`src/rtl/memoryGamePkg.sv`:
```
/* Shared sizes, timer and round limits, the fixed button sequence
   and the controller state encoding for the memory game */

package memoryGamePkg;

    // ------------------------------------------------------------------------
    // Sizes
    // ------------------------------------------------------------------------
    localparam int StepWidth      = 4;
    localparam int SequenceLength = 16;
    localparam int ShortGameRounds = 4;

    // ------------------------------------------------------------------------
    // Timing, in clock cycles
    // ------------------------------------------------------------------------
    // Cycles a step stays in waitShow
    localparam int ShowCycles     = 4;
    // Time allowed for one press
    localparam int LongPlayLimit  = 40;
    localparam int ShortPlayLimit = 16;
    localparam int TimerWidth     = 6;

    // ------------------------------------------------------------------------
    // Game sequence, one-hot button codes
    // ------------------------------------------------------------------------
    localparam logic [3:0] SequenceTable [SequenceLength] = '{
        4'b0001, 4'b0100, 4'b0010, 4'b1000,
        4'b0100, 4'b0001, 4'b1000, 4'b0010,
        4'b0010, 4'b0100, 4'b0001, 4'b0001,
        4'b1000, 4'b0100, 4'b0010, 4'b1000
    };

    // ------------------------------------------------------------------------
    // Controller states
    // ------------------------------------------------------------------------
    typedef enum logic [3:0] {
        idle        = 4'h0,
        initGame    = 4'h1,
        startRound  = 4'h2,
        showStep    = 4'h3,
        waitShow    = 4'h4,
        nextShow    = 4'h5,
        startPlay   = 4'h6,
        waitPlay    = 4'h7,
        storePlay   = 4'h8,
        comparePlay = 4'h9,
        nextPlay    = 4'hA,
        nextRound   = 4'hB,
        gameWon     = 4'hC,
        gameLost    = 4'hD,
        gameTimeout = 4'hE
    } gameStateT;

endpackage

```
`src/rtl/levelConfig.sv`:
```
/* Game level register: round count and play time limit, fixed at start */

`timescale 1ns/1ps

module levelConfig import memoryGamePkg::*; (
    input  logic                  clock,
    input  logic                  reset,
    input  logic                  latchLevel,
    input  logic                  longGame,
    input  logic                  shortTime,
    output logic [StepWidth-1:0]  lastRound,
    output logic [TimerWidth-1:0] playLimit
);

    logic longGameReg;
    logic shortTimeReg;

    // Level bits only change when a new game starts
    always_ff @(posedge clock or posedge reset) begin
        if (reset) begin
            longGameReg  <= 1'b0;
            shortTimeReg <= 1'b0;
        end else if (latchLevel) begin
            longGameReg  <= longGame;
            shortTimeReg <= shortTime;
        end
    end

    // Last round index
    assign lastRound = longGameReg ? StepWidth'(SequenceLength - 1)
                                   : StepWidth'(ShortGameRounds - 1);

    // Cycles allowed per press
    assign playLimit = shortTimeReg ? TimerWidth'(ShortPlayLimit)
                                    : TimerWidth'(LongPlayLimit);

endmodule

```
`src/rtl/gameController.sv`:
```
/* Moore control unit for the memory game: show, play, compare
   and end states, with datapath strobes decoded from the state */

`timescale 1ns/1ps

module gameController import memoryGamePkg::*; (
    input  logic      clock,
    input  logic      reset,
    input  logic      start,

    // Conditions from the datapath
    input  logic      stepEqualsRound,
    input  logic      showDone,
    input  logic      playTimeout,
    input  logic      playMade,
    input  logic      playCorrect,
    input  logic      lastRoundDone,

    // Datapath strobes
    output logic      clearStep,
    output logic      countStep,
    output logic      clearRound,
    output logic      countRound,
    output logic      clearShow,
    output logic      countShow,
    output logic      clearPlayTimer,
    output logic      countPlayTimer,
    output logic      storeButtons,
    output logic      clearButtons,
    output logic      latchLevel,
    output logic      showActive,

    // Game status
    output logic      playerTurn,
    output logic      won,
    output logic      lost,
    output logic      timedOut,
    output logic      done,
    output gameStateT state
);

    gameStateT nextState;

    // ------------------------------------------------------------------------
    // State register
    // ------------------------------------------------------------------------
    always_ff @(posedge clock or posedge reset) begin
        if (reset) begin
            state <= idle;
        end else begin
            state <= nextState;
        end
    end

    // ------------------------------------------------------------------------
    // Next state
    // ------------------------------------------------------------------------
    always_comb begin
        nextState = state;
        case (state)
            idle:        nextState = start ? initGame : idle;
            initGame:    nextState = startRound;
            startRound:  nextState = showStep;
            // Last step of the round skips the wait
            showStep:    nextState = stepEqualsRound ? startPlay : waitShow;
            waitShow:    nextState = showDone ? nextShow : waitShow;
            nextShow:    nextState = showStep;
            startPlay:   nextState = waitPlay;
            waitPlay: begin
                if (playTimeout) begin
                    nextState = gameTimeout;
                end else if (playMade) begin
                    nextState = storePlay;
                end
            end
            storePlay:   nextState = comparePlay;
            comparePlay: begin
                if (!playCorrect) begin
                    nextState = gameLost;
                end else if (!stepEqualsRound) begin
                    nextState = nextPlay;
                end else begin
                    nextState = lastRoundDone ? gameWon : nextRound;
                end
            end
            nextPlay:    nextState = waitPlay;
            nextRound:   nextState = startRound;
            gameWon,
            gameLost,
            gameTimeout: nextState = start ? initGame : state;
            default:     nextState = idle;
        endcase
    end

    // ------------------------------------------------------------------------
    // Moore outputs
    // ------------------------------------------------------------------------
    assign latchLevel     = state == initGame;
    assign clearRound     = state == initGame;
    assign clearStep      = state == startRound || state == startPlay;
    assign countStep      = state == nextShow || state == nextPlay;
    assign countRound     = state == nextRound;
    assign clearShow      = state == showStep;
    assign countShow      = state == waitShow;
    assign clearPlayTimer = state == startPlay || state == nextPlay;
    assign countPlayTimer = state == waitPlay;
    assign storeButtons   = state == storePlay;
    assign clearButtons   = state == initGame || state == startPlay;

    assign showActive = state == showStep || state == waitShow || state == nextShow;
    assign playerTurn = state == waitPlay;
    assign won        = state == gameWon;
    assign lost       = state == gameLost;
    assign timedOut   = state == gameTimeout;
    assign done       = won || lost || timedOut;

    // A press made before the player turn never counts
    assert property (@(posedge clock) disable iff (reset) state == startPlay |=> !playMade);

endmodule

```
`src/rtl/gameDatapath.sv`:
```
/* Memory game datapath: step and round counters, show and play timers,
   button press detection, play register and compare logic */

`timescale 1ns/1ps

module gameDatapath import memoryGamePkg::*; (
    input  logic                  clock,
    input  logic                  reset,

    // Strobes from the controller
    input  logic                  clearStep,
    input  logic                  countStep,
    input  logic                  clearRound,
    input  logic                  countRound,
    input  logic                  clearShow,
    input  logic                  countShow,
    input  logic                  clearPlayTimer,
    input  logic                  countPlayTimer,
    input  logic                  storeButtons,
    input  logic                  clearButtons,
    input  logic                  showActive,

    input  logic [3:0]            buttons,
    input  logic [StepWidth-1:0]  lastRound,
    input  logic [TimerWidth-1:0] playLimit,

    output logic [3:0]            leds,
    output logic                  stepEqualsRound,
    output logic                  showDone,
    output logic                  playTimeout,
    output logic                  playMade,
    output logic                  playCorrect,
    output logic                  lastRoundDone
);

    logic [StepWidth-1:0]  stepIndex;
    logic [StepWidth-1:0]  roundIndex;
    logic [TimerWidth-1:0] showCount;
    logic [TimerWidth-1:0] playTimer;
    logic [3:0]            prevButtons;
    logic [3:0]            pressCode;
    logic [3:0]            playReg;
    logic [3:0]            newPress;

    // ------------------------------------------------------------------------
    // Counters and timers
    // ------------------------------------------------------------------------
    always_ff @(posedge clock or posedge reset) begin
        if (reset) begin
            stepIndex  <= '0;
            roundIndex <= '0;
            showCount  <= '0;
            playTimer  <= '0;
        end else begin
            if (clearStep) begin
                stepIndex <= '0;
            end else if (countStep) begin
                stepIndex <= stepIndex + 1'b1;
            end
            if (clearRound) begin
                roundIndex <= '0;
            end else if (countRound) begin
                roundIndex <= roundIndex + 1'b1;
            end
            if (clearShow) begin
                showCount <= '0;
            end else if (countShow) begin
                showCount <= showCount + 1'b1;
            end
            if (clearPlayTimer) begin
                playTimer <= '0;
            end else if (countPlayTimer) begin
                playTimer <= playTimer + 1'b1;
            end
        end
    end

    // ------------------------------------------------------------------------
    // Press detection and play register
    // ------------------------------------------------------------------------
    // Rising edge on any button
    assign newPress = buttons & ~prevButtons;

    always_ff @(posedge clock or posedge reset) begin
        if (reset) begin
            prevButtons <= '0;
            pressCode   <= '0;
            playReg     <= '0;
        end else begin
            prevButtons <= buttons;
            // First press wins until it is consumed
            if (clearButtons || storeButtons) begin
                pressCode <= '0;
            end else if (pressCode == 4'b0000) begin
                pressCode <= newPress;
            end
            if (clearButtons) begin
                playReg <= '0;
            end else if (storeButtons) begin
                playReg <= pressCode;
            end
        end
    end

    // ------------------------------------------------------------------------
    // Conditions and display
    // ------------------------------------------------------------------------
    assign stepEqualsRound = stepIndex == roundIndex;
    assign lastRoundDone   = roundIndex == lastRound;
    assign showDone        = showCount == TimerWidth'(ShowCycles - 1);
    assign playTimeout     = playTimer == playLimit;
    assign playMade        = |pressCode;
    assign playCorrect     = playReg == SequenceTable[stepIndex];
    assign leds            = showActive ? SequenceTable[stepIndex] : 4'b0000;

    // Stored play is a single button or nothing
    assert property (@(posedge clock) disable iff (reset) $onehot0(playReg));

endmodule

```
`src/rtl/memoryGameTop.sv`:
```
/* Memory game top level: controller, datapath and level configuration */

`timescale 1ns/1ps

module memoryGameTop import memoryGamePkg::*; (
    input  logic       clock,
    input  logic       reset,
    input  logic       start,
    input  logic       longGame,
    input  logic       shortTime,
    input  logic [3:0] buttons,
    output logic [3:0] leds,
    output logic       playerTurn,
    output logic       won,
    output logic       lost,
    output logic       timedOut,
    output logic       done,
    output gameStateT  stateDebug
);

    // ------------------------------------------------------------------------
    // Strobes and conditions
    // ------------------------------------------------------------------------
    logic clearStep;
    logic countStep;
    logic clearRound;
    logic countRound;
    logic clearShow;
    logic countShow;
    logic clearPlayTimer;
    logic countPlayTimer;
    logic storeButtons;
    logic clearButtons;
    logic latchLevel;
    logic showActive;

    logic stepEqualsRound;
    logic showDone;
    logic playTimeout;
    logic playMade;
    logic playCorrect;
    logic lastRoundDone;

    logic [StepWidth-1:0]  lastRound;
    logic [TimerWidth-1:0] playLimit;

    gameController gameController_inst (
        .clock, .reset, .start,
        .stepEqualsRound, .showDone, .playTimeout, .playMade, .playCorrect, .lastRoundDone,
        .clearStep, .countStep, .clearRound, .countRound, .clearShow, .countShow,
        .clearPlayTimer, .countPlayTimer, .storeButtons, .clearButtons, .latchLevel,
        .showActive, .playerTurn, .won, .lost, .timedOut, .done,
        .state (stateDebug)
    );

    gameDatapath gameDatapath_inst (
        .clock, .reset,
        .clearStep, .countStep, .clearRound, .countRound, .clearShow, .countShow,
        .clearPlayTimer, .countPlayTimer, .storeButtons, .clearButtons, .showActive,
        .buttons, .lastRound, .playLimit,
        .leds, .stepEqualsRound, .showDone, .playTimeout, .playMade, .playCorrect,
        .lastRoundDone
    );

    levelConfig levelConfig_inst (
        .clock, .reset, .latchLevel, .longGame, .shortTime,
        .lastRound, .playLimit
    );

endmodule

```
`config.mk`:
```
export PLATFORM = sky130hd
export DESIGN_NAME = memoryGameTop
export DESIGN_NICKNAME = d
export VERILOG_FILES = /design/src/rtl/memoryGamePkg.sv /design/src/rtl/levelConfig.sv /design/src/rtl/gameController.sv /design/src/rtl/gameDatapath.sv /design/src/rtl/memoryGameTop.sv
export SDC_FILE = /design/constraint.sdc
export NUM_CORES = 1
export LEC_CHECK = 0
export ABC_AREA = 1
export BUFFER_PORTS_ARGS = -buffer_cell sky130_fd_sc_hd__buf_2
export CORE_MARGIN = 1
export CORE_UTILIZATION = 35
export DETAILED_ROUTE_END_ITERATION = 6
export SLEW_MARGIN = 0
export SYNTH_ARGS = -nofsm -noshare
export SYNTH_HDL_FRONTEND = slang
export SYNTH_SLANG_ARGS = --single-unit
```
`constraint.sdc`:
```
create_clock -name clock -period 2.49 [get_ports clock]
set_input_delay 0.249 -clock clock [delete_from_list [all_inputs] [get_ports clock]]
set_output_delay 0.249 -clock clock [all_outputs]
set_load 0.02 [all_outputs]
```
==> impl_metrics.json <==
{
  "synth_area_leaders": "dfrtp_1, nand2_1, inv_1, nand3_1, nor2_1",
  "initial_core_util": 0.3614,
  "drive_gt1_frac": 0.1848,
  "setup_tns_ps": 0,
  "cts_tree": "done",
  "cts_max_level": 2,
  "worstPathArrival_ps": 1920,
  "critical_path_required_ps": 2240,
  "outcome": "complete, no violations",
  "p_int_mw": 1.625,
  "synth_area_per_cell_um2": 7.598,
  "finish.utilization": 0.4164,
  "post_cts_buffers": 0,
  "min_period_ps": 2173,
  "yosys.cell_types.count": 28,
  "fin_cells": 407,
  "timing.final.ws_setup_ps": 317.0,
  "synth_top_area_cell": "dfrtp_1",
  "cp_max_fo": 7,
  "die_area_um2": 6884,
  "grt_pass1_vias": 1965,
  "start_kind": "register",
  "clock.fmax_mhz": 460.2,
  "synth_warnings": 0,
  "rsz0062_at_grt": "no",
  "ir_drop_uv": 450.9,
  "clk_latency_ps": 290,
  "synth_edf_count": 0,
  "place_worst_setup_slack_ps": 582.9,
  "drt_iter0_markers": 86,
  "period_share": 0.8727,
  "wl_per_cell_um": 12.56,
  "power.total_mw": 2.947,
  "combPwrFrac": 0.465,
  "power_frac_seq": 0.323,
  "netlist_instances": 302,
  "grt_pass1_wl_um": 9045,
  "port_buffers": 21,
  "drc": 0,
  "power.net_switching_mw": 1.322,
  "via_per_inst": 4.914,
  "cts.path.max_buffers": 2,
  "seq_area_frac_synth": 0.4144,
  "path_clk_slew_ps": 80,
  "switching_share": 0.4485,
  "maxSlewViolCount": 0,
  "dr.pass1.iters": 6,
  "gp_congestion": 0.8550,
  "synthArstFlopShare": 1.000,
  "maxSlewHeadroom": 0.5615,
  "hold_path_class": "in2async",
  "grt.total_usage": 0.1614,
  "nets": 346,
  "synth_top_cell_area_share": 0.4144,
  "skew_ps": 8.543,
  "clkPwrFrac": 0.212,
  "grt_start_max_net_pins": 24,
  "die_h_um": 82.97,
  "maxCapViolCount": 0,
  "hpwl_um": 3944,
  "antennaDiodeCount": 0,
  "register_area_um2": 950.9,
  "synth_area_um2": 2295,
  "grt-ovfl-total": 0,
  "p_leak_nw": 1.339,
  "synth_fp_nets": 319,
  "ctsHoldBuffers": 0,
  "dp_cells": 399,
  "r2r_cells": 13,
  "worst_pin_slew_ps": 657.1,
  "cts_made_buffers": 5,
  "whs_ps": 35.74,
  "setup_viol": 0,
  "multi_input_area_um2": 1131,
  "ant_nets": 0,
  "routed_wl_um": 5113,
  "placed_area_um2": 2504,
  "cts-root-buf": "clkbuf_8",
  "crit_type": "reg2out",
  "fill_cells": 640,
  "hold_viol_final": 0,
  "ioPinCount": 22,
  "synth_seq_cells": 38,
  "rows": 29,
  "cts_num_sinks": 38,
  "area_growth_pct": 15.21,
  "die_x_um": 82.97,
  "route.vias.total": 2000,
  "core_region_area_um2": 6350,
  "ys.flop_type": "dfrtp_1",
  "end_kind": "output port",
  "design_area_um2": 2644,
  "antenna_found_initial": 0,
  "p_per_area_nw_per_um2": 1115
}
[worst max-delay path, cell delays in order (launching register included)]
cell and delay (ps):
dfrtp_1 470, nor2_1 270, inv_2 120, nor2_2 180, nor2_1 80, inv_1 100, nor2_2 60, inv_1 90
nand3_1 70, inv_1 60, buf_2 150
[synth_stat cells, types with 6 or more instances]
library cell  instances
nand2_1              57
nor2_1               31
nand3_1              30
o22ai_1               8
a21oi_1              14
inv_1                42
nor2_4                6
inv_2                12
nor2_2                6
o21ai_0              14
ha_1                  8
dfrtp_1              38
nand4_1               6
[state kept, by name, summed over array words and instances, names as in the netlist]
name,count
gameDatapath_inst.prevButtons,4
gameController_inst.state,4
gameDatapath_inst.stepIndex,4
gameDatapath_inst.playReg,4
gameDatapath_inst.playTimer,6
gameDatapath_inst.pressCode,4
gameDatapath_inst.showCount,6
gameDatapath_inst.roundIndex,4
levelConfig_inst.longGameReg,1
levelConfig_inst.shortTimeReg,1
[cells in the final DEF, fill, tap and decap left out, drive strengths merged]
cell type,netlist,routed
nand2,59,59
inv,54,54
nor2,44,44
dfrtp,38,38
nand3,30,30
buf,2,22
o21ai,18,18
a21oi,14,14
o22ai,8,8
ha,8,8
nand4,6,6
nor3,6,6
clkbuf,0,5
nand3b,4,4
xor2,3,3
a31oi,3,3
nor3b,2,2
bufinv,0,2
nor4,1,1
and2,1,1
a22o,1,1
clkinv,0,1
[power groups by stage]
stage / Sequential (mW) / Clock [mW] / Combinational (mW)
after CTS: 0.951 / 0.646 / 1.38
after global placement: 0.958 / 0 / 1.36
final: 0.951 / 0.626 / 1.37
after detailed placement: 0.962 / 0 / 1.37
after global routing: 0.980 / 0.682 / 1.56
after floorplan: 0.955 / 0 / 1.02
[final timing paths]
| path | from | endpoint | slack, ps |
|---|---|---|---|
| setup / recovery | gameController_inst.state[3] | leds[3] | 320 |
| hold / removal | reset | gameDatapath_inst.playTimer[1] | 40 |
| setup reg to reg | gameDatapath_inst.stepIndex[0] | gameController_inst.state[2] | 670 |
| hold reg to reg | gameDatapath_inst.prevButtons[3] | gameDatapath_inst.pressCode[3] | 500 |
| max in group asynchronous | reset | gameDatapath_inst.roundIndex[3] | 1890 |
| min in group clock | buttons[0] | gameDatapath_inst.prevButtons[0] | 80 |
[per-layer routing]
layer	up-vias	routed length (µm)	global-route usage	part of all wire
li1	1036	-	-	-
met1	929	2498	0.2201	0.49
met2	27	2360	0.2504	0.46
met3	8	160	0.03181	0.031
met4	0	93	0.06740	0.018
met5	-	0	0	0
[kinds of logic after synthesis]
logic type      Yosys count  share of synthesized area
fa+ha+maj                 8                    0.04362
flops                    38                     0.4144
xor+xnor                  3                    0.01145
buf+inv                  56                    0.09378
simple gates            153                     0.3332
compound gates           44                     0.1036
[what timing repair did]
item                                    4_1_cts  5_1_grt
endpoints found under the setup margin        0        2
gates resized for setup                       0        1
endpoints found under the hold margin         0        0
[layout make-up]
cell class	instances	share of cell area
inverter	54	0.07667
clock buffer	5	0.02603
multi-input combinational	208	0.4278
sequential	38	0.3597
clock inverter	3	0.02603
tap	77	0.03644
timing repair buffer	22	0.04733
No activity file was read; power rests on OpenSTA's default activity.
